`config.mk`:
```
export PLATFORM = sky130hd
export DESIGN_NAME = mult_unit
export DESIGN_NICKNAME = d
export VERILOG_FILES = /design/src/rtl/mult_unit.sv
export SDC_FILE = /design/constraint.sdc
export NUM_CORES = 1
export LEC_CHECK = 0
export ABC_AREA = 1
export BUFFER_PORTS_ARGS = -buffer_cell sky130_fd_sc_hd__buf_2
export CAP_MARGIN = 0
export CORE_MARGIN = 8
export CORE_UTILIZATION = 45
export CTS_BUF_LIST = sky130_fd_sc_hd__clkbuf_2 sky130_fd_sc_hd__clkbuf_4 sky130_fd_sc_hd__clkbuf_8
export DETAILED_ROUTE_END_ITERATION = 8
export SLEW_MARGIN = 20
export SYNTH_ARGS = -nofsm -noshare
export SYNTH_HDL_FRONTEND = slang
export SYNTH_SLANG_ARGS = --single-unit
```
`constraint.sdc`:
```
create_clock -name clock -period 8.33 [get_ports clock]
set_clock_uncertainty 0.05 [all_clocks]
set_input_delay 1.2495 -clock clock [delete_from_list [all_inputs] [get_ports clock]]
set_output_delay 1.2495 -clock clock [all_outputs]
set_load 0.01 [all_outputs]
```
`src/rtl/mult_unit.sv`:
```
`timescale 1ns/1ps
`default_nettype none

module mult_unit #(
  parameter int DATA_WIDTH = 32,
  parameter int NUM_PREG = 32,
  parameter int ROB_SIZE = 16,
  parameter int MULT_STAGES = 3,
  localparam int TAG_W = $clog2(NUM_PREG),
  localparam int ROB_W = $clog2(ROB_SIZE)
) (
  input  wire logic                  clock,
  input  wire logic                  reset,
  input  wire logic                  issue_valid,
  input  wire logic [TAG_W-1:0]      issue_dest,
  input  wire logic [ROB_W-1:0]      issue_rob_idx,
  input  wire logic [DATA_WIDTH-1:0] src1_value,
  input  wire logic [DATA_WIDTH-1:0] src2_value,
  input  wire logic                  grant,
  output logic                       fu_ready,
  output logic                       result_valid,
  output logic [TAG_W-1:0]           result_tag,
  output logic [DATA_WIDTH-1:0]      result_value,
  output logic [ROB_W-1:0]           result_rob_idx
);

  localparam int LAST = MULT_STAGES - 1;

  logic [MULT_STAGES-1:0] stage_valid;
  logic [TAG_W-1:0]       stage_tag [MULT_STAGES];
  logic [ROB_W-1:0]       stage_rob [MULT_STAGES];
  logic [DATA_WIDTH-1:0]  stage_prod [MULT_STAGES];
  logic                   stall;

  // Whole pipe freezes while the last stage waits for the bus
  assign stall    = stage_valid[LAST] && !grant;
  assign fu_ready = !stall;

  assign result_valid   = stage_valid[LAST];
  assign result_tag     = stage_tag[LAST];
  assign result_value   = stage_prod[LAST];
  assign result_rob_idx = stage_rob[LAST];

  always_ff @(posedge clock) begin
    if (reset)
      stage_valid <= '0;
    else if (!stall) begin
      stage_valid[0] <= issue_valid;
      for (int s = 1; s < MULT_STAGES; s++)
        stage_valid[s] <= stage_valid[s-1];
    end
  end

  always_ff @(posedge clock) begin
    if (!stall) begin
      stage_tag[0]  <= issue_dest;
      stage_rob[0]  <= issue_rob_idx;
      stage_prod[0] <= src1_value * src2_value; // Low word only
      for (int s = 1; s < MULT_STAGES; s++) begin
        stage_tag[s]  <= stage_tag[s-1];
        stage_rob[s]  <= stage_rob[s-1];
        stage_prod[s] <= stage_prod[s-1];
      end
    end
  end

endmodule

`default_nettype wire

```
# == Yosys cells after proc, flatten, opt, wreduce, memory -nomap -nowiden ==
# Memory sizes are Yosys's and may differ from the RTL's.
# Cells that the tools add are included.
# classes
muxes,1
mul,1
n_reduce_logical,3
# op_table
operator,n
32-bit by 32-bit multiplier with 32-bit output,1
1-bit logical NOT,2
1-bit logical AND,1
1-bit 2-to-1 mux,1
# totals
output_inout_bits,43
input_bits,77
register_bits,3
ram_bits,123
memories,3
word_cells,9
# mem_list
memory,depth,word_bits,rd,rd_ports_with_merged_regs,write_ports,line,text
stage_prod,3,32,3,0,3,32,logic [DATA_WIDTH-1:0] stage_prod [MULT_STAGES];
stage_tag,3,5,3,0,3,30,logic [TAG_W-1:0] stage_tag [MULT_STAGES];
stage_rob,3,4,3,0,3,31,logic [ROB_W-1:0] stage_rob [MULT_STAGES];

# == Depth between registers and ports, before layout ==
# depth
depth_word,3
mapped_depth,28
depth_no_buf,26

# == Worst setup path after synthesis ==
# No wires, ideal clock.
# synth_path
kind,input -> register
start,input src2_value[3]
end,memory stage_prod[0][29] (data pin)
path_buffers,2
path_stages,24
slack_ns,0.848
required_time_ns,8.015
setup_time_ns,0.265
t_arrival_ns,7.167
path_cell_list,clkbuf_1 buf_1 nand2_1 inv_1 fa_1 inv_1 fa_1 fa_1 fa_1 inv_1 fa_1 inv_1 fa_1 inv_1 fa_1 fa_1 ha_1 a21oi_1 o21ai_0 a21oi_1 nand3_1 a21oi_1 o21ai_0 xor2_1
# synth_lines
item,line,text
"start, declared",18,"input wire logic [DATA_WIDTH-1:0] src2_value,"
"end, declared",32,

==> impl_metrics.ini <==
[sta]
hold-worst-slack_ps = 355
slew_headroom_pct = 43.9
post-route-min-period_ps = 7590
finalCritPeriodShare_pct = 91.1
tns_ps = 0
hold_viol_final = 0
max_slew.worst_pin.slew_ps = 841
slew_violations = 0
rsz0062_at_grt = false
fmax_mhz = 132
finalSetupViolations = 0

[clocking]
ctsHoldBuffers = 0
clk_pin_slew_worst_paths_ps = 70
post_cts_resized = 0
clkLatencyLatePin_ps = 460
cts-root-buf = clkbuf_8
cts-htree-levels = 4
cts_post_setup_buffers_inserted = 0
cts_tree = built
clock-sinks = 126
clock_path_buffers = 3
cts_buffers = 25

[status]
status = finished clean

[die]
start_util_pct = 45.2
die_area_um2 = 53600
die_x_um = 232
io_pins = 120
die_h_um = 232
core_um2 = 46300
rows = 79

[detailed_routing]
vias_per_cell = 4.79
routedWlPerCell_um = 16.6
totalWireLength_um = 51800
antenna_left = 0
drtIter0Drc = 881
vias = 14916
remaining_drc_errors = 0
first_pass_iters = 7

[placed_design]
detailed_place_hpwl_um = 42400
io_buffer_count = 119
gp_congestion = 0.874

[synthesis]
synthTopCellsByArea = fa_1 (39%), edfxtp_1 (18%), inv_1 (14%)
yosys_warnings = 0
syn_area_um2 = 20900
yosys.area.top_type = fa_1
syn_avg_cell_area_um2 = 8.46
ys_seq_area_share_pct = 18.0
synth-seq-cells = 126
synth_nets = 3081
yosysTopAreaCellShare_pct = 39.1
ys_async_sr_fraction_pct = 0
synth.most_common_cell = inv_1
ys.flop_type = edfxtp_1
synth_edf_count = 123
synth.distinct_cells = 34
synthTopCellsByCount = inv_1 (780), nand2_1 (688), fa_1 (408)
netlist_instances = 2473

[worst_setup_path]
end_kind = flip-flop
cp_max_fo = 20
worstSetupPathType = primary input to flip-flop
cp.arrival_ps = 7760
startpoint_type = primary input
crit_required_ps = 8500

[grt]
grt_overflow = 0
grt_pass1_wl_um = 83200
grt_max_degree = 72
grt_pass1_vias = 16224
grt_use_total_pct = 19.7
antenna_found_initial = 1

[cells_and_area]
layout-drive-gt1-share_pct = 7.42
layout.nets = 3110
synthToLayoutAreaGrowth_pct = 5.82

[min_path]
hold_path.class = flip-flop to flip-flop

[job]
maxCapViolCount = 0
## cell type report
cell class	count	area, um2
clock inverter	4	17.5
multi-input combinational	1420	13500
fill	4498	24100
tap	607	759
inverter	782	2940
clock buffer	28	373
timing repair buffer	147	806
antenna	1	2.50
sequential	126	3750
## cell usage in the layout, fill, tap and decap left out, drive strengths merged, types with 2 or more instances in the layout
cell	Yosys	final
o211ai	3	3
nor3	2	2
inv	782	782
clkbuf	65	28
o21ai	18	18
ha	123	123
clkinv	0	4
dfxtp	3	3
xnor2	17	17
fa	408	408
a21oi	35	35
nand4	6	6
nand2	691	691
edfxtp	123	123
nor4	2	2
nand3	40	40
o21bai	2	2
nand3b	9	9
o21a	2	2
a21boi	2	2
xor2	21	21
a31oi	4	4
buf	80	147
nor2	32	32
## kinds of logic after synthesis
family,after synthesis,share of synthesized area (%)
DFF,126,18.0
and+or+nand+nor,782,14.6
AOI/OAI and AO/OA,69,1.84
adders and majority gates,531,46.4
buffers and inverters,927,17.6
xor gates and xnor gates,38,1.59
## critical path: stages
cell     delay [ps]
buf_2           470
nand2_1         110
inv_1            90
fa_1            400
inv_1            80
fa_1            420
fa_1            530
fa_1            570
inv_1            60
fa_1            490
inv_1            50
fa_1            570
inv_1            60
fa_1            490
fa_1            410
ha_1            360
a21oi_1         200
o21ai_0         180
a21oi_1         190
nand3_1         180
a31oi_1         370
inv_1            80
nand3_1          90
nand2_1          50
## final timing paths
path | start | to | slack, ps | depth (start not counted)
max reg2reg | stage_valid[2] | stage_prod[0][92] | 6130 | 4
min reg2reg | stage_prod[0][9] | stage_prod[0][41] | 360 | 0
max | src2_value[4] | stage_prod[0][31] | 740 | 24
min | stage_prod[0][9] | stage_prod[0][41] | 360 | 0
## registers in the layout, summed over array words and instances, names as in the netlist
register,flops
stage_prod,96
stage_rob,12
stage_valid,3
stage_tag,15
## through the flow
step	cells	cell area (um2)	setup slack, ps	utilization, %
2_1_floorplan	2473	20900	848	-
3_3_place_gp	3082	21700	362	47.0
3_5_place_dp	3082	21700	321	47.0
4_1_cts	3114	22100	838	47.8
5_1_grt	3114	22100	558	47.8
6_report	3115	22100	744	47.8
## per-layer routing
layer / wire length, um / GRT usage [%] / share of wire [%]
met1: 21900 / 25.1 / 42
met5: 0 / 0 / 0
met2: 25800 / 34.7 / 50
met4: 1480 / 6.65 / 2.9
met3: 2660 / 2.04 / 5.1
Power is left out: the tool's default activity adds up to more than one toggle a clock period on the data nets, which glitch-free logic cannot reach.
