### src/rtl/ooo_pkg.sv
`default_nettype none

package ooo_pkg;

  localparam int NUM_FU = 3; // Station entries, one per unit slot

  typedef enum logic [0:0] {
    fu_alu  = 1'b0,
    fu_mult = 1'b1
  } fu_type_t;

  typedef enum logic [2:0] {
    func_add = 3'd0,
    func_sub = 3'd1,
    func_and = 3'd2,
    func_xor = 3'd3,
    func_mul = 3'd4 // Multiplier only, low word of product
  } func_t;

  // Slots 0 and 1 are ALUs, the last slot is the multiplier
  function automatic fu_type_t slot_type(input int slot);
    fu_type_t kind;
    case (slot)
      0, 1: kind = fu_alu;
      2: kind = fu_mult;
      default: kind = fu_alu;
    endcase
    return kind;
  endfunction

endpackage

`default_nettype wire
### src/rtl/alu_unit.sv
`timescale 1ns/1ps
`default_nettype none

module alu_unit #(
  parameter int DATA_WIDTH = 32,
  parameter int NUM_PREG = 32,
  parameter int ROB_SIZE = 16,
  localparam int TAG_W = $clog2(NUM_PREG),
  localparam int ROB_W = $clog2(ROB_SIZE)
) (
  input  wire logic                  clock,
  input  wire logic                  reset,
  input  wire logic                  issue_valid,
  input  wire ooo_pkg::func_t        issue_func,
  input  wire logic [TAG_W-1:0]      issue_dest,
  input  wire logic [ROB_W-1:0]      issue_rob_idx,
  input  wire logic [DATA_WIDTH-1:0] src1_value,
  input  wire logic [DATA_WIDTH-1:0] src2_value,
  input  wire logic                  grant,
  output logic                       fu_ready,
  output logic                       result_valid,
  output logic [TAG_W-1:0]           result_tag,
  output logic [DATA_WIDTH-1:0]      result_value,
  output logic [ROB_W-1:0]           result_rob_idx
);
  import ooo_pkg::*;

  logic [DATA_WIDTH-1:0] alu_out;

  always_comb begin
    case (issue_func)
      func_add: alu_out = src1_value + src2_value;
      func_sub: alu_out = src1_value - src2_value;
      func_and: alu_out = src1_value & src2_value;
      func_xor: alu_out = src1_value ^ src2_value;
      default:  alu_out = '0; // Multiply never reaches an ALU slot
    endcase
  end

  assign fu_ready = !result_valid || grant; // Free once the bus takes the result

  always_ff @(posedge clock) begin
    if (reset)
      result_valid <= 1'b0;
    else if (issue_valid)
      result_valid <= 1'b1;
    else if (grant)
      result_valid <= 1'b0;
  end

  always_ff @(posedge clock) begin
    if (issue_valid) begin
      result_tag     <= issue_dest;
      result_value   <= alu_out;
      result_rob_idx <= issue_rob_idx;
    end
  end

endmodule

`default_nettype wire

### config.mk
export PLATFORM = sky130hd
export DESIGN_NAME = alu_unit
export DESIGN_NICKNAME = d
export VERILOG_FILES = /design/src/rtl/ooo_pkg.sv /design/src/rtl/alu_unit.sv
export SDC_FILE = /design/constraint.sdc
export NUM_CORES = 1
export LEC_CHECK = 0
export BUFFER_PORTS_ARGS = -buffer_cell sky130_fd_sc_hd__buf_2
export CAP_MARGIN = 40
export CORE_MARGIN = 2
export CORE_UTILIZATION = 55
export CTS_CLUSTER_DIAMETER = 40
export DETAILED_ROUTE_END_ITERATION = 6
export GPL_ROUTABILITY_DRIVEN = 0
export PLACE_DENSITY = 0.82
export SLEW_MARGIN = 20
export SYNTH_ARGS = -nofsm -noshare
export SYNTH_HDL_FRONTEND = slang
export SYNTH_SLANG_ARGS = --single-unit
### constraint.sdc
create_clock -name clock -period 4.6 [get_ports clock]
set_input_delay 0.23 -clock clock [delete_from_list [all_inputs] [get_ports clock]]
set_output_delay 0.23 -clock clock [all_outputs]
set_load 0.1 [all_outputs]
Yosys cells after proc, flatten, opt, wreduce, memory -nomap -nowiden
Index checks and enable logic that the tools add are counted.
{"block": "op_classes", "add_sub_neg": 2, "reduce_logical": 4, "eq_ne": 3, "mux": 3, "bitwise": 2}
{"op": "$pmux 32 s4", "n": 1}
{"op": "$add 32x32->32", "n": 1}
{"op": "$and 32x32->32", "n": 1}
{"op": "$sub 32x32->32", "n": 1}
{"op": "$xor 32x32->32", "n": 1}
{"op": "$eq 3x2->1 const B", "n": 2}
{"op": "$eq 3x1->1 const B", "n": 1}
{"op": "$logic_not 3->1", "n": 1}
{"op": "$mux 1", "n": 2}
{"op": "$reduce_bool 2->1", "n": 1}
{"op": "$logic_not 1->1", "n": 1}
{"op": "$logic_or 1x1->1", "n": 1}
{"block": "totals", "elab_cells": 18, "out_inout_bits": 43, "regBits": 42}

Logic depth before layout (Yosys ltp)
{"block": "logic_depth", "depth_word": 2, "ltp_mapped": 16, "mapped_depth_nobuf": 16}

Least setup slack after synthesis
Ideal clock, no wire load.
{"block": "synth_path", "kind": "in2reg", "startpoint": "input src2_value[8]", "endpoint": "register result_value[31], data pin", "arrival_time_ps": 3366, "path_buffers": 1, "setup_slack_ps": 963, "setup_time_ps": 271, "path_stages": 13, "cell_sequence": "or4_4 or4_4 nor2b_4 and3b_1 a21oi_1 xnor2_1 ha_1 clkbuf_1 and3_1 nand2_1 or4_1 o2111ai_1 o221ai_2"}
{"block": "synth_via", "elab_chain_cells": 2}
{"element": "start: declaration", "line_no": "alu_unit.sv:18", "text": "input wire logic [DATA_WIDTH-1:0] src2_value,"}
{"element": "$sub 32x32->32 or $add 32x32->32 (tied branches)", "line_no": "alu_unit.sv:33, alu_unit.sv:32"}
{"element": "$pmux 32 s4 (*)", "line_no": "alu_unit.sv:31", "text": "case (issue_func)"}
{"element": "named net alu_out[31]", "line_no": "alu_unit.sv:28", "text": "logic [DATA_WIDTH-1:0] alu_out;"}
{"element": "end signal: assignment", "line_no": "alu_unit.sv:54", "text": "result_value <= alu_out;"}
{"element": "end: declaration", "line_no": "alu_unit.sv:23", "text": "output logic [DATA_WIDTH-1:0] result_value,"}
Mark *: on every way through the listed nets, which the timed path passes. The rest lies on a longest branch.
A chain may end at the register's enable or synchronous reset.

Worst setup path after layout
{"block": "layout_path", "startpoint": "input src2_value[4]", "endpoint": "register result_value[30], data pin"}
Same word-level chain as after synthesis.

==> results.sh <==
export IMPL_cts_hold_buf=0
export IMPL_n_antenna_cell=0
export IMPL_hold_path_cell_count=2
export IMPL_totalPowerFinal_mw=1.72
export IMPL_p_leak_nw=2.57
export IMPL_seq_power_share=0.278
export IMPL_rsz_0062_raised_after_global_routing="false"
export IMPL_worstPathRequired_ns=4.72
export IMPL_area_growth_synth_to_final_pct=17.4
export IMPL_cts_htree_levels=2
export IMPL_antenna_found_initial=0
export IMPL_finalCriticalPeriod_ns=3.88
export IMPL_die_width_um=98.6
export IMPL_postSynthRegisterBits=42
export IMPL_cp_startpoint="src2_value[4]"
export IMPL_setup_tns_final_ns=0
export IMPL_r2r_end="result_valid$_SDFFE_PP0P_"
export IMPL_detail_route_iter0_violations=337
export IMPL_placed_area_um2=5660
export IMPL_worst_case_clock_buffer_depth=2
export IMPL_outcome="finished clean"
export IMPL_timing_hold_ws_ns=0.0753
export IMPL_timing_clock_skew_ns=0
export IMPL_startpoint_type="primary input"
export IMPL_timing_hold_violations_final=0
export IMPL_synth_cell_area_um2=4920
export IMPL_synth_edf_count=41
export IMPL_cts_repair_resize_count=0
export IMPL_fin_nets=804
export IMPL_final_design_area_no_fill_um2=5770
export IMPL_power_frac_comb=0.535
export IMPL_routedWlPerCell_um=17.4
export IMPL_die_area_um2=9720
export IMPL_vdd_ir_drop_worst_uv=150
export IMPL_synth_area_top_cells="edfxtp_1 25%, ha_1 16%, mux2i_1 5.7%"
export IMPL_drive_gt1_frac=0.242
export IMPL_actual_slew_at_the_worst_max_slew_pin_ns=0.740
export IMPL_vias_per_cell=6.28
export IMPL_synth_cells=545
export IMPL_slew_limit_headroom=0.494
export IMPL_rows=34
export IMPL_path_buf_inv=1
export IMPL_synth_top_cell_area_share=0.250
export IMPL_tritoncts="done"
export IMPL_drc=0
export IMPL_worstHoldStart="reset"
export IMPL_critical_path_slowest_cell="a2111oi_0"
export IMPL_cts_buffers_inserted=5
export IMPL_endpoint_kind="flip-flop"
export IMPL_p_per_area_nw_per_um2=298
export IMPL_syn_mean_instance_area_um2=9.02
export IMPL_clk_pin_slew_worst_paths_ns=0.09
export IMPL_first_global_vias=4654
export IMPL_grt_first_pass_wirelength_um=21400
export IMPL_cp_top_family="simple AND/OR/NAND/NOR gates"
export IMPL_timing_fmax_mhz=257
export IMPL_fp_coreArea_um2=8680
export IMPL_r2r_setup_slk_ns=4.01
export IMPL_clock_root_buffer="clkbuf_8"
export IMPL_max_cap_violations=0
export IMPL_delay_contributed_by_the_slowest_stage_of_the_critical_path_ns=0.71
export IMPL_synthTopCellsByCount="64 x ha_1, 52 x a21oi_1, 41 x edfxtp_1"
export IMPL_layout_setup_ws_ns=0.716
export IMPL_postSynth_asyncResetShare=0
export IMPL_worstHoldPathType="in2reg"
export IMPL_clock_sink_count=42
export IMPL_clkLatencyLatePin_ns=0.29
export IMPL_critical_path_cell_chain="buf_2 -> nor4_1 -> nand2_1 -> or4_4 -> o31ai_1 -> xor2_1 -> ha_1 -> nand4_1 -> or2_2 -> a2111oi_0 -> o21ai_0 -> a311oi_1"
export IMPL_synth_top_area_cell="edfxtp_1"
export IMPL_synth_fp_nets=690
export IMPL_port_buffer_count=122
export IMPL_die_h_um=98.6
export IMPL_worstHoldEndpoint="result_valid$_SDFFE_PP0P_"
export IMPL_worst_path_stages=12
export IMPL_path_class="in2reg"
export IMPL_critPathMaxFanout=6
export IMPL_synth_warnings=0
export IMPL_power_switching_uw=805
export IMPL_number_of_setup_violations_in_the_final_report=0
export IMPL_fillerInstances=743
export IMPL_dp_hpwl_um=10300
export IMPL_internal_power_uw=916
export IMPL_grt_overflow_total=0
export IMPL_final_max_slew_viol_count=0
export IMPL_synth_sequential_area_ratio=0.254
export IMPL_cts_setup_buffers=0
export IMPL_final_min_period_over_clock_period=0.844
export IMPL_reg2reg_from="result_valid$_SDFFE_PP0P_"
export IMPL_dp_worst_setup_slack_ns=0.492
export IMPL_initial_core_util=0.567
export IMPL_boundaryPins=123
export IMPL_grt_use_total=0.265
export IMPL_clk_pwr_share=0.187
export IMPL_cp_data_arrival_time_ns=4.01
export IMPL_drt_total_wl_um=13300
export IMPL_synth_most_common_cell="ha_1"
export IMPL_largest_net_degree_at_the_start_of_global_routing=34
export IMPL_yosysUniqueCellTypes=66
export IMPL_swShare=0.468
export IMPL_route_vias_total=4826
export IMPL_drt_antenna_violating_nets=0
export IMPL_drt_pre_antenna_iters=6
export IMPL_synthFlopType="edfxtp_1"
export IMPL_ff2ff_path_depth=2
## layout make-up
class                   count  area [um^2]  share of cell area
inverters                  17         63.8              0.0111
repair buffers            131          698               0.121
clock buffers               7         86.3              0.0150
well taps                 108          135              0.0234
multi-input cells         462         3510               0.608
clock inverters             1         30.0             0.00520
flip-flops and latches     42         1250               0.217
## power by group through the flow
stage | registers (mW) | logic (mW) | clock network [mW]
3_3_place_gp | 0.487 | 0.882 | 0
5_1_grt | 0.482 | 0.983 | 0.338
2_1_floorplan | 0.781 | 0.412 | 0
3_5_place_dp | 0.487 | 0.906 | 0
6_report | 0.478 | 0.920 | 0.322
4_1_cts | 0.478 | 0.910 | 0.325
## layer usage
| metal | vias up | wire length (um) | GRT usage | part of all wire |
|---|---|---|---|---|
| met5 | - | 0 | 0 | 0 |
| met4 | 0 | 376 | 0.0885 | 0.028 |
| met3 | 38 | 949 | 0.0333 | 0.071 |
| met2 | 224 | 6520 | 0.464 | 0.49 |
| met1 | 2249 | 5510 | 0.340 | 0.41 |
| li1 | 2315 | - | - | - |
## cells by family (layout without fill, tap and decap cells)
family	Yosys count	count (layout)	synth area share
AOI/OAI and AO/OA	182	182	0.251
xor gates and xnor gates	46	46	0.0834
adders and majority gates	65	65	0.167
buffers and inverters	41	156	0.0323
DFF	42	42	0.254
muxes	28	28	0.0570
and+or+nand+nor	141	141	0.155
## worst max-delay path by stage
stage,to,slack [ns]
2_1_floorplan,result_value[31]$_DFFE_PP_,0.96
3_3_place_gp,result_value[31]$_DFFE_PP_,0.73
3_5_place_dp,result_value[30]$_DFFE_PP_,0.49
4_1_cts,result_value[30]$_DFFE_PP_,0.80
5_1_grt,result_value[30]$_DFFE_PP_,0.56
6_report,result_value[30]$_DFFE_PP_,0.72
## worst register-to-register path, delay by kind of cell (launching register included)
family          cells  cell delay (ns)
simple gates        1             0.07
flops               1             0.33
compound gates      1             0.13
## sequential cells by signal (all words and copies together) (netlist names)
name	flops
result_value	32
result_valid	1
result_rob_idx	4
result_tag	5
## cells in the final DEF, fill, tap and decap left out, drive strengths merged, types with 18 or more instances in the layout
cell / synthesis / routed
buf: 6 / 131
nor2: 38 / 38
nand2: 28 / 28
xor2: 20 / 20
xnor2: 26 / 26
a211oi: 18 / 18
a21oi: 53 / 53
o21ai: 25 / 25
edfxtp: 41 / 41
mux2i: 28 / 28
ha: 64 / 64
## metrics by stage
| step | util | std cells |
|---|---|---|
| 2_1_floorplan | - | 545 |
| 3_3_place_gp | 0.649 | 759 |
| 3_5_place_dp | 0.652 | 760 |
| 4_1_cts | 0.665 | 768 |
| 5_1_grt | 0.665 | 768 |
| 6_report | 0.665 | 768 |
Power figures use the tool's default switching activity.
