==> src/rtl/ooo_pkg.sv <==
`default_nettype none

package ooo_pkg;

  localparam int NUM_FU = 3; // Station entries, one per unit slot

  typedef enum logic [0:0] {
    fu_alu  = 1'b0,
    fu_mult = 1'b1
  } fu_type_t;

  typedef enum logic [2:0] {
    func_add = 3'd0,
    func_sub = 3'd1,
    func_and = 3'd2,
    func_xor = 3'd3,
    func_mul = 3'd4 // Multiplier only, low word of product
  } func_t;

  // Slots 0 and 1 are ALUs, the last slot is the multiplier
  function automatic fu_type_t slot_type(input int slot);
    fu_type_t kind;
    case (slot)
      0, 1: kind = fu_alu;
      2: kind = fu_mult;
      default: kind = fu_alu;
    endcase
    return kind;
  endfunction

endpackage

`default_nettype wire
==> src/rtl/cdb_arbiter.sv <==
`timescale 1ns/1ps
`default_nettype none

module cdb_arbiter #(
  parameter int DATA_WIDTH = 32,
  parameter int NUM_PREG = 32,
  parameter int ROB_SIZE = 16,
  localparam int TAG_W = $clog2(NUM_PREG),
  localparam int ROB_W = $clog2(ROB_SIZE)
) (
  input  wire logic                       clock,
  input  wire logic                       reset,
  input  wire logic [ooo_pkg::NUM_FU-1:0] result_valid,
  input  wire logic [TAG_W-1:0]           result_tag [ooo_pkg::NUM_FU],
  input  wire logic [DATA_WIDTH-1:0]      result_value [ooo_pkg::NUM_FU],
  input  wire logic [ROB_W-1:0]           result_rob_idx [ooo_pkg::NUM_FU],
  output logic [ooo_pkg::NUM_FU-1:0]      grant,
  output logic                            cdb_valid,
  output logic [TAG_W-1:0]                cdb_tag,
  output logic [DATA_WIDTH-1:0]           cdb_value,
  output logic [ROB_W-1:0]                cdb_rob_idx
);
  import ooo_pkg::*;

  localparam int PTR_W = $clog2(NUM_FU);

  logic [PTR_W-1:0] last_winner;
  logic [PTR_W-1:0] winner;

  // Search starts one slot past the previous winner
  always_comb begin
    int idx;
    grant     = '0;
    winner    = '0;
    cdb_valid = 1'b0;
    for (int k = 1; k <= NUM_FU; k++) begin
      idx = (int'(last_winner) + k) % NUM_FU;
      if (!cdb_valid && result_valid[idx]) begin
        grant[idx] = 1'b1;
        winner     = PTR_W'(idx);
        cdb_valid  = 1'b1;
      end
    end
  end

  assign cdb_tag     = result_tag[winner];
  assign cdb_value   = result_value[winner];
  assign cdb_rob_idx = result_rob_idx[winner];

  always_ff @(posedge clock) begin
    if (reset)
      last_winner <= PTR_W'(NUM_FU - 1); // Slot 0 goes first
    else if (cdb_valid)
      last_winner <= winner;
  end

endmodule

`default_nettype wire

==> config.mk <==
export PLATFORM = sky130hd
export DESIGN_NAME = cdb_arbiter
export DESIGN_NICKNAME = d
export VERILOG_FILES = /design/src/rtl/ooo_pkg.sv /design/src/rtl/cdb_arbiter.sv
export SDC_FILE = /design/constraint.sdc
export NUM_CORES = 1
export LEC_CHECK = 0
export BUFFER_PORTS_ARGS = -buffer_cell sky130_fd_sc_hd__buf_2
export CELL_PAD_IN_SITES_DETAIL_PLACEMENT = 1
export CELL_PAD_IN_SITES_GLOBAL_PLACEMENT = 2
export CORE_ASPECT_RATIO = 1.4
export CORE_MARGIN = 1.5
export CORE_UTILIZATION = 14
export DETAILED_ROUTE_END_ITERATION = 10
export GPL_TIMING_DRIVEN = 0
export PLACE_DENSITY_LB_ADDON = 0.12
export SLEW_MARGIN = 20
export SYNTH_ARGS = -nofsm -noshare
export SYNTH_HDL_FRONTEND = slang
export SYNTH_SLANG_ARGS = --single-unit
==> constraint.sdc <==
create_clock -name clock -period 3.6 [get_ports clock]
set_input_delay 0.36 -clock clock [delete_from_list [all_inputs] [get_ports clock]]
set_output_delay 0.36 -clock clock [all_outputs]
set_load 0.03 [all_outputs]
# After elaboration in Yosys (flattened, before gate mapping)
# Index checks and enable logic that the tools add are counted.
[word_totals]
output_inout_bits = 45
rom_bits = 0
word_cells = 57
memories = 0
input_bits = 128
latch_bits = 0
mem_bits_rw = 0
regBits = 2
[classes]
div_mod_pow = 3
shift = 0
addsub = 3
mul = 0
reduce_logical = 7
bitwise = 3
order_cmp = 7
n_eq_ne = 0
muxes = 33
[ops]
columns = ["cell", "count"]
rows = [
  ["$ge A32 B1 Y1 const B", 3],
  ["$lt A32 B4 Y1 const B", 3],
  ["$mod A32 B3 Y32 const B", 3],
  ["$bmux W32 S2", 1],
  ["$mux W32", 2],
  ["$mux W1", 12],
  ["$bmux W5 S2", 1],
  ["$mux W5", 2],
  ["$mux W3", 3],
  ["$bmux W4 S2", 1],
  ["$mux W4", 2],
  ["$add A2 B2 Y3 const B", 2],
  ["$bmux W1 S2", 3],
  ["$demux W1 S2", 3],
  ["$mux W2", 3],
  ["$or A3 B3 Y3", 2],
  ["$logic_and A1 B1 Y1", 5],
  ["$add A2 B1 Y3 const B", 1],
  ["$ge A3 B3 Y1 const B", 1],
  ["$not A2 Y3", 1],
  ["$logic_not A1 Y1", 2],
]

# Logic depth before layout (Yosys ltp)
# Gate-level depths: netlist of the first run.
[logic_depth]
word_depth = 16
ltp_mapped = 10
ltp_nobuf = 7

# Worst setup path after synthesis of the first run
# No wires, ideal clock.
[synth_path]
kind = "reg2out"
start = "register last_winner[0]"
end = "output port cdb_rob_idx[3]"
path_stages_with_launch = 9
path_buffers = 1
arrival_ns = 2.219
setup_slack_ns = 1.021
t_required_ns = 3.240
path_cell_list = "dfxtp_1 -> inv_1 -> ha_1 -> buf_2 -> nor2_1 -> o32ai_2 -> o22ai_4 -> mux2i_1 -> o21ai_0"
[synth_between]
elab_chain_len = 16
word_cells_on_any_way = 28
classes_between = "add/sub (3); div (3); mux (17); bitwise (1); reduce/logical (4)"
[synth_rtl]
columns = ["item", "line", "rtl"]
rows = [
  ["start, declared", "cdb_arbiter.sv:27", "logic [PTR_W-1:0] last_winner;"],
  ["start signal, assigned", "cdb_arbiter.sv:52", "last_winner <= PTR_W'(NUM_FU - 1);"],
  ["start signal, assigned", "cdb_arbiter.sv:54", "last_winner <= winner;"],
  ["$add A2 B1 Y3", "cdb_arbiter.sv:37", "idx = (int'(last_winner) + k) % NUM_FU;"],
  ["$mod A32 B3 Y32", "cdb_arbiter.sv:37", ""],
  ["$bmux W1 S2", "cdb_arbiter.sv:38", "if (!cdb_valid && result_valid[idx]) begin"],
  ["$mux W1 (implied by the code) (2 in a row)", "cdb_arbiter.sv:38", ""],
  ["$mux W1", "cdb_arbiter.sv:38", ""],
  ["$logic_not A1 Y1", "cdb_arbiter.sv:38", ""],
  ["$logic_and A1 B1 Y1", "cdb_arbiter.sv:38", ""],
  ["$mux W1", "cdb_arbiter.sv:38", ""],
  ["$logic_not A1 Y1", "cdb_arbiter.sv:38", ""],
  ["$logic_and A1 B1 Y1", "cdb_arbiter.sv:38", ""],
  ["$mux W2 *", "cdb_arbiter.sv:38", ""],
  ["$not A2 Y3 (implied by the code) *", "cdb_arbiter.sv:48", "assign cdb_rob_idx = result_rob_idx[winner];"],
  ["$bmux W4 S2 *", "cdb_arbiter.sv:48", ""],
  ["$mux W4 (implied by the code) * (2 in a row)", "cdb_arbiter.sv:48", ""],
  ["end, declared", "cdb_arbiter.sv:21", "output logic [ROB_W-1:0] cdb_rob_idx"],
]
# Mark *: on every way between the ends. The rest lies on a longest branch, timed or not. The select of a mux whose other input is x is not followed.

# Worst setup path in the final report of the first run
[layout_path]
start = "register last_winner[0]"
end = "output port cdb_rob_idx[1]"
# Same word-level chain as after synthesis.

==> reports/qor.txt, run 1 <==
Status = finished with violations
Failing checks = DRC
Cts hold-fix bufs = 0
Worst hold path class = in2reg
Fillers = 1,200
Post-Route WL = 7060 µm
Core Footprint = 0.00908 mm²
Count of final hold-check violations = 0
Most numerous cell in the Yosys netlist = nand2_1
Final core occ = 0.262
Ant diodes = 0
Number of synthesized register bits = 2
Crit Path Class = reg2out
Unrepaired setup endpoints after global routing = no
Clk sink count = 2
Post-synth top area share = 0.335
Clock Skews = 0.00329 ns
1st-pass router iterations = 7
VDD IR max = 0.274 mV
Pwr per Cell Area = 872 mW/mm²
# IOs = 173
First-pass GRT wire length = 11,000 µm
Netlist cell types = 28
Tcrit/Tclk final = 0.786
Sequential Area = 40.0 µm²
Worst-Skew Late Latency = 0.22 ns
Max-slew headroom = 0.688
Area Overhead vs Synth = 81.0%
Nets = 502
Hold Crit Depth = 2
CTS Buf Count = 3
H-tree levels = 1
GRT Total Usage = 0.137
Placed cell count = 472
Die ar. = 0.00999 mm²
WL/cell = 14.9 µm
Commonest cells in the netlist = 52 x nand2_1, 44 x mux2i_1, 40 x o21ai_1
Vias in the first global route = 2,060
Synth Cell Area = 0.00132 mm²
Leading area contributor after synthesis = mux2i_1
Post-Layout Cell Count = 475
Critical Path Source Type = register
Final setup TNS = 0 ns
R2r worst-path depth = 8
Hold slack = 0.307 ns
Grt ovf = 0
Main synth FF type = dfxtp_1
Initial antenna violation count = 0
Rows = 41
Syn Nets = 326
Synth Instances = 194
DIE WIDTH = 84.9 µm
Register-to-register setup slack = 1.62 ns
P_leak = 1.37 nW
Resized Gates After CTS = 0
Max reg flops = 2
Final Setup Violations = 0
Synth top area cells = mux2i_1 33%, o21ai_1 15%, nand2_1 15%, buf_6 4.3%, ha_1 3.8%
CTS Root Cell = clkbuf_16
Setup bufs post-CTS = 0
HPWL after DPL = 6090 µm
Sequential-to-total area share from yosys stat = 0.0304
Yosys warning total = 0
Share of cells above drive strength 1 = 0.535
Number of synthesized flops with an enable pin = 0
Max Slew Vio Count = 0
Clock Tree Buf Depth = 2
Initial drt markers = 78
Max Cap Violations = 0
Worst-Margin Slew = 0.468 ns
Clock slew at reported path FFs = 0.03 ns
Post-route ant nets = 0
Final min period = 2.83 ns
Die H = 118 µm
Via count = 2,049
Fmax = 0.353 GHz
Vias per std cell = 4.31
Most flops, register = last_winner
DRC viols = 17
RD Place Congestion = 0.744
Initial Utilization = 0.145
CP required = 3.24 ns
Area of the multi-input gates = 0.00114 mm²
Avg Inst Size Synth = 6.78 µm²
Largest net degree at the start of global routing = 11
Arr. time, crit path = 2.47 ns
CTS tree = yes
Ys async rst share = 0
Largest registers = last_winner x2
Critical Path Sink Type = output port
IO buf count = 171
Critical path fanouts, max = 10
[metal layers]
metal  wire (µm)  track usage  vias up
met2        3920        0.273       82
met5           0            0        -
li1            -            -     1037
met3         541       0.0182       10
met4         131       0.0379        0
met1        2470        0.145      920
[report_power, final]
group | switching [W] | total, W | internal, W | leakage [nW]
logic | 0.00120 | 0.00187 | 0.000670 | 1.32
registers | 0.00000611 | 0.0000353 | 0.0000292 | 0.0167
clock network | 0.0000272 | 0.000169 | 0.000141 | 0.0370
[cell type report]
| type | instances | share of cell area |
|---|---|---|
| Buffer | 17 | 0.0489 |
| Clock buffer | 3 | 0.0315 |
| Inverter | 5 | 0.00789 |
| Multi-Input combinational cell | 170 | 0.479 |
| Tap cell | 107 | 0.0563 |
| Sequential cell | 2 | 0.0168 |
| Timing Repair Buffer | 171 | 0.360 |
[worst max-delay path, cell delays in order, from the launching register on]
cell,delay [ns]
dfxtp_1,0.37
inv_1,0.08
ha_1,0.30
buf_2,0.25
nor2_1,0.09
o32ai_2,0.30
o22ai_4,0.18
buf_6,0.19
mux2i_1,0.12
o21ai_1,0.13
buf_2,0.23
[per-stage QoR]
step | worst slack (ns) | total power, W | area, µm²
2_1_floorplan | 1.02 | 0.00144 | 1320
5_1_grt | 0.566 | 0.00223 | 2380
4_1_cts | 0.704 | 0.00212 | 2380
3_5_place_dp | 0.952 | 0.00195 | 2300
6_report | 0.769 | 0.00208 | 2380
3_3_place_gp | 1.00 | 0.00194 | 2300
[worst paths after layout]
kind,startpoint,to
setup / recovery,last_winner[0],cdb_rob_idx[1]
hold / removal,reset,last_winner[0]
setup reg to reg,last_winner[0],last_winner[0]
hold reg to reg,last_winner[0],last_winner[0]
[kinds of logic (layout without fill, tap and decap cells)]
group,count (synthesis),count (layout),share of synthesized area
and+or+nand+nor,65,65,0.211
muxes,45,45,0.352
AOI/OAI and AO/OA,56,56,0.265
adders and majority gates,4,4,0.0381
buffers and inverters,22,196,0.103
DFF,2,2,0.0304
[cells in the final DEF (no fill, tap or decap), drive strengths merged]
cell	instances
nor3	2
a311oi	1
nor3b	3
ha	4
o21ai	45
clkbuf	5
nand2b	2
and2	1
nand2	52
nor2	4
a21oi	2
o22ai	3
buf	186
inv	5
nor4b	1
o32ai	2
a221oi	1
dfxtp	2
a31oi	2
mux2i	45
No activity file was read; power rests on OpenSTA's default activity.
==> inputs of run 2 (changes only) <==
--- a/config.mk
+++ b/config.mk
@@ -10,7 +10,7 @@
 export CELL_PAD_IN_SITES_GLOBAL_PLACEMENT = 2
 export CORE_ASPECT_RATIO = 1.4
 export CORE_MARGIN = 1.5
-export CORE_UTILIZATION = 14
+export CORE_UTILIZATION = 13
 export DETAILED_ROUTE_END_ITERATION = 10
 export GPL_TIMING_DRIVEN = 0
 export PLACE_DENSITY_LB_ADDON = 0.12
==> constraint.sdc (replaced) <==
create_clock -name clock -period 2.9 [get_ports clock]
set_input_delay 0.29 -clock clock [delete_from_list [all_inputs] [get_ports clock]]
set_output_delay 0.29 -clock clock [all_outputs]
set_load 0.03 [all_outputs]
==> run 2 against run 1 <==
Effect of this change:
- the flow now finishes without violations
- sequential cell count stayed put
- first-iteration DRC count down 63%
- worst hold slack got worse by 0.069 ns
- sequential share of layout area hardly changed
- register-to-register slack worse by 0.66 ns
- routed wire length rose by 2.5%
- total power grew 33%
- non-clock buffer count up 3
- worst setup slack worse by 0.56 ns
- critical path type unchanged
- critical endpoint is now cdb_value[12]
- largest cell class unchanged
- largest power group unchanged
==> reports/qor.txt, run 2 (synthesis gave the netlist of run 1 again) <==
Max reg flops = 2
CTS Buf Count = 3
Most common cell after layout, fill and taps aside = buf_2
Largest registers = last_winner x2
Largest net degree at the start of global routing = 11
RD Place Congestion = 0.704
HPWL after DPL = 6060 µm
Initial Utilization = 0.133
Final setup TNS = 0 ns
Clk sink count = 2
CP required = 2.61 ns
Clock Skews = 0.000142 ns
Vias per std cell = 4.11
Comb power frac = 0.909
Fillers = 1,303
# IOs = 173
Most flops, register = last_winner
DRC viols = 0
P_leak = 1.40 nW
Critical path fanouts, max = 10
Grt ovf = 0
Final Setup Violations = 0
Status = finished clean
Via count = 2,078
H-tree levels = 1
VDD IR max = 0.361 mV
Max Slew Vio Count = 0
CTS Root Cell = clkbuf_16
Critical Path Source Type = register
Fmax = 0.371 GHz
Vias in the first global route = 2,052
GRT Total Usage = 0.122
IO buf count = 171
Crit Path Class = reg2out
Rows = 43
WL/cell = 14.3 µm
Overall Power = 0.00276 W
Ant diodes = 0
Critical Path Sink Type = output port
Post-route ant nets = 0
Worst hold path class = in2reg
Clock slew at reported path FFs = 0.03 ns
Area after DPL = 0.00234 mm²
Post-Layout Cell Count = 506
Post-Route WL = 7240 µm
Pint = 0.00119 W
Arr. time, crit path = 2.40 ns
Share of cells above drive strength 1 = 0.544
Core Footprint = 0.00990 mm²
Nets = 505
Die ar. = 0.0107 mm²
Area Overhead vs Synth = 90.1%
Final min period = 2.69 ns
Final instance area = 0.00250 mm²
Pwr per Cell Area = 1110 mW/mm²
Max-slew headroom = 0.634
Worst-Margin Slew = 0.549 ns
Switching Fraction = 0.570
Placed cell count = 500
1st-pass router iterations = 4
CTS tree = yes
Tcrit/Tclk final = 0.929
Commonest cells after routing, fill and taps aside = 174 x buf_2, 52 x nand2_1, 43 x mux2i_1
Clock Tree Buf Depth = 2
Die H = 122 µm
Count of final hold-check violations = 0
Reg power frac = 0.016
Hold slack = 0.238 ns
First-pass GRT wire length = 10,300 µm
Unrepaired setup endpoints after global routing = no
Clock power frac = 0.075
DIE WIDTH = 88 µm
Initial drt markers = 29
Max Cap Violations = 0
Switching power = 0.00158 W
Worst-Skew Late Latency = 0.22 ns
Initial antenna violation count = 0
## run 2: changes by cell type in the layout (fill, tap and decap cells not counted), sizes merged
cell / before / now
buf: 186 / 184
clkbuf: 5 / 10
## run 2: worst paths after layout
kind / slack (ns) / endpoint / startpoint / depth (start not counted)
max: 0.21 / cdb_value[12] / last_winner[0] / 11
min: 0.24 / last_winner[0] / reset / 2
max reg2reg: 0.96 / last_winner[0] / last_winner[0] / 8
min reg2reg: 0.49 / last_winner[0] / last_winner[0] / 2
## run 2: through the flow
step                      setup slack [ns]  utilization
after floorplan                      0.391            -
after global placement               0.252        0.236
after detailed placement             0.246        0.236
after CTS                          0.00651        0.244
after global routing                0.0428        0.253
final                                0.207        0.253
## run 2: layout make-up
class	instances	area (µm²)	share of cell area
buffer	17	134	0.0536
multi-input combinational	170	1140	0.457
timing repair buffer	174	918	0.367
inverter	5	18.8	0.00751
tap	135	169	0.0676
clock buffer	3	75.1	0.0300
sequential	2	41.3	0.0165
## run 2: routing by layer
| metal | up-vias | global-route usage | part of all wire |
|---|---|---|---|
| met3 | 4 | 0.0196 | 0.072 |
| li1 | 1045 | - | - |
| met1 | 939 | 0.128 | 0.38 |
| met5 | - | 0 | 0 |
| met4 | 0 | 0.0179 | 0.0052 |
| met2 | 90 | 0.248 | 0.55 |
## run 2: critical path: stages, from the launching register on
cell and delay, ns:
dfxtp_2 0.34, inv_1 0.06, ha_1 0.31, buf_6 0.16, nor2_1 0.06, o32ai_2 0.33
o22ai_4 0.13, buf_12 0.16, buf_6 0.15, mux2i_1 0.12, o21ai_1 0.13, buf_2 0.22
## run 2: power by group through the flow
stage	clock network, W	registers (W)	logic [W]
global route	0.000213	0.0000469	0.00269
finish	0.000208	0.0000445	0.00251
detailed placement	0	0.0000443	0.00239
global placement	0	0.0000440	0.00239
floorplan	0	0.0000425	0.00174
CTS	0.000212	0.0000443	0.00240
## run 2: repair_timing
item | 4_1_cts | 5_1_grt
resized for setup | 0 | 13
setup buffers | 0 | 2
hold buffers | 0 | 0
setup endpoints to repair | 0 | 41
==> inputs of run 3 (changes only) <==
--- a/config.mk
+++ b/config.mk
@@ -5,7 +5,7 @@
 export SDC_FILE = /design/constraint.sdc
 export NUM_CORES = 1
 export LEC_CHECK = 0
-export BUFFER_PORTS_ARGS = -buffer_cell sky130_fd_sc_hd__buf_2
+export BUFFER_PORTS_ARGS = -buffer_cell sky130_fd_sc_hd__buf_4
 export CELL_PAD_IN_SITES_DETAIL_PLACEMENT = 1
 export CELL_PAD_IN_SITES_GLOBAL_PLACEMENT = 2
 export CORE_ASPECT_RATIO = 1.4
==> run 3 against run 2 <==
Effect of this change:
- sequential cell count unchanged
- first-iteration DRC count increased by 17%
- cell area increased by 18%
- critical path depth unchanged
- clock-buffer cell count unchanged
- cell count unchanged
- combinational power increased by 12%
- non-clock buffer count unchanged
- die area unchanged
- fmax decreased by 0.86%
- clock skew about the same
- sequential power decreased by 1%
- critical endpoint is now cdb_tag[4]
- largest cell class is now non-clock buffers
- largest power group unchanged
- highest routed layer unchanged
==> reports/qor.txt, run 3 (synthesis gave the netlist of run 1 again) <==
Max Slew Vio Count = 0
IO buf count = 171
Comb power frac = 0.918
CTS tree = yes
Most flops, register = last_winner
Core Footprint = 0.00990 mm²
Switching power = 0.00160 W
Pwr per Cell Area = 1040 mW/mm²
Hold slack = 0.241 ns
Initial antenna violation count = 0
Post-Route WL = 7420 µm
Largest registers = last_winner x2
Most used cell, CP = inv_1
Post-route ant nets = 0
Vias in the first global route = 2,074
Post-Layout Cell Count = 506
Area Overhead vs Synth = 124%
Max Cap Violations = 0
Initial drt markers = 34
Place WS = 0.233 ns
First-pass GRT wire length = 10,300 µm
Largest net degree at the start of global routing = 11
FF-to-FF End = last_winner[0]
Final min period = 2.72 ns
Critical path fanouts, max = 10
Crit-path leading delay family = buffers and inverters
CTS Buf Count = 3
RD Place Congestion = 0.737
Count of final hold-check violations = 0
Die ar. = 0.0107 mm²
Initial Utilization = 0.133
Via count = 2,101
Status = finished clean
Clock power frac = 0.067
Reg power frac = 0.014
Final Setup Violations = 0
HP Start = reset
Max reg flops = 2
Worst-Margin Slew = 0.584 ns
Clock Skews = 0.000169 ns
Commonest cells after routing, fill and taps aside = 172 x buf_4, 52 x nand2_1, 44 x mux2i_1
Final setup TNS = 0 ns
Grt ovf = 0
Pint = 0.00145 W
Fmax = 0.368 GHz
CP Depth = 11
Fin worst setup slack = 0.183 ns
Slowest-stage cell, CP = dfxtp_1
Placed cell count = 500
Worst-Skew Late Latency = 0.22 ns
Register-to-register setup slack = 0.92 ns
Nets = 505
Crit path largest cell delay = 0.37 ns
DIE WIDTH = 88 µm
WL/cell = 14.7 µm
Critical Path Source Type = register
DRC viols = 0
CP required = 2.61 ns
VDD IR max = 0.419 mV
Vias per std cell = 4.15
Arr. time, crit path = 2.43 ns
Clock Tree Buf Depth = 2
CP Buf/Inv Count = 6
Setup crit end = cdb_tag[4]
Max-slew headroom = 0.610
Switching Fraction = 0.525
Final core occ = 0.297
Share of cells above drive strength 1 = 0.539
Die H = 122 µm
GRT Total Usage = 0.123
# IOs = 173
HPWL after DPL = 6170 µm
Worst hold path class = in2reg
Tcrit/Tclk final = 0.937
CTS Root Cell = clkbuf_16
Cts hold-fix bufs = 0
Crit Path Class = reg2out
Ant diodes = 0
RR Startpoint = last_winner[0]
Clk sink count = 2
Critical Path Sink Type = output port
Most common cell after layout, fill and taps aside = buf_4
1st-pass router iterations = 3
Clock slew at reported path FFs = 0.03 ns
P_leak = 1.56 nW
Rows = 43
H-tree levels = 1
R2r worst-path depth = 8
CP Cell Sequence = inv_1, ha_1, clkbuf_4, inv_1, a31oi_1, o22ai_4, buf_12, clkbuf_16, mux2i_1, o21ai_1, buf_4
Crit path from = last_winner[0]
## run 3: per-layer routing
layer,share of wire,routed length [µm],track usage,vias up
li1,-,-,-,1044
met1,0.37,2730,0.136,953
met2,0.55,4060,0.243,96
met3,0.074,546,0.0149,8
met4,0.012,88,0.0268,0
met5,0,0,0,-
## run 3: layout make-up
cell class	instances	area (µm²)
clock buffer	3	75.1
inverter	5	18.8
sequential	2	40.0
timing repair buffer	174	1350
fill	1265	6960
buffer	17	146
tap	135	169
multi-input combinational	170	1140
## run 3: stage by stage
stage	power (W)	instance area, µm²
after floorplan	0.00178	1320
after global placement	0.00268	2770
after detailed placement	0.00269	2770
after CTS	0.00290	2840
after global routing	0.00326	2940
final	0.00305	2940
## run 3: worst min-delay path by stage
stage                endpoint  slack [ns]  cells past startpoint
2_1_floorplan  last_winner[0]        0.36                      1
3_3_place_gp   last_winner[0]        0.47                      2
3_5_place_dp   last_winner[0]        0.47                      2
4_1_cts        last_winner[0]        0.24                      2
5_1_grt        last_winner[0]        0.24                      2
6_report       last_winner[0]        0.24                      2
## run 3: power by group through the flow
| stage | logic, W | registers, W | clock network [W] |
|---|---|---|---|
| after detailed placement | 0.00264 | 0.0000449 | 0 |
| final | 0.00280 | 0.0000440 | 0.000205 |
| after global routing | 0.00300 | 0.0000456 | 0.000212 |
| after floorplan | 0.00174 | 0.0000425 | 0 |
| after global placement | 0.00263 | 0.0000440 | 0 |
| after CTS | 0.00265 | 0.0000445 | 0.000208 |
## run 3: timing repair
item | 4_1_cts | 5_1_grt
gates resized for setup | 0 | 8
hold endpoints to repair | 0 | 0
endpoints found under the setup margin | 0 | 40
buffers inserted | 0 | 1
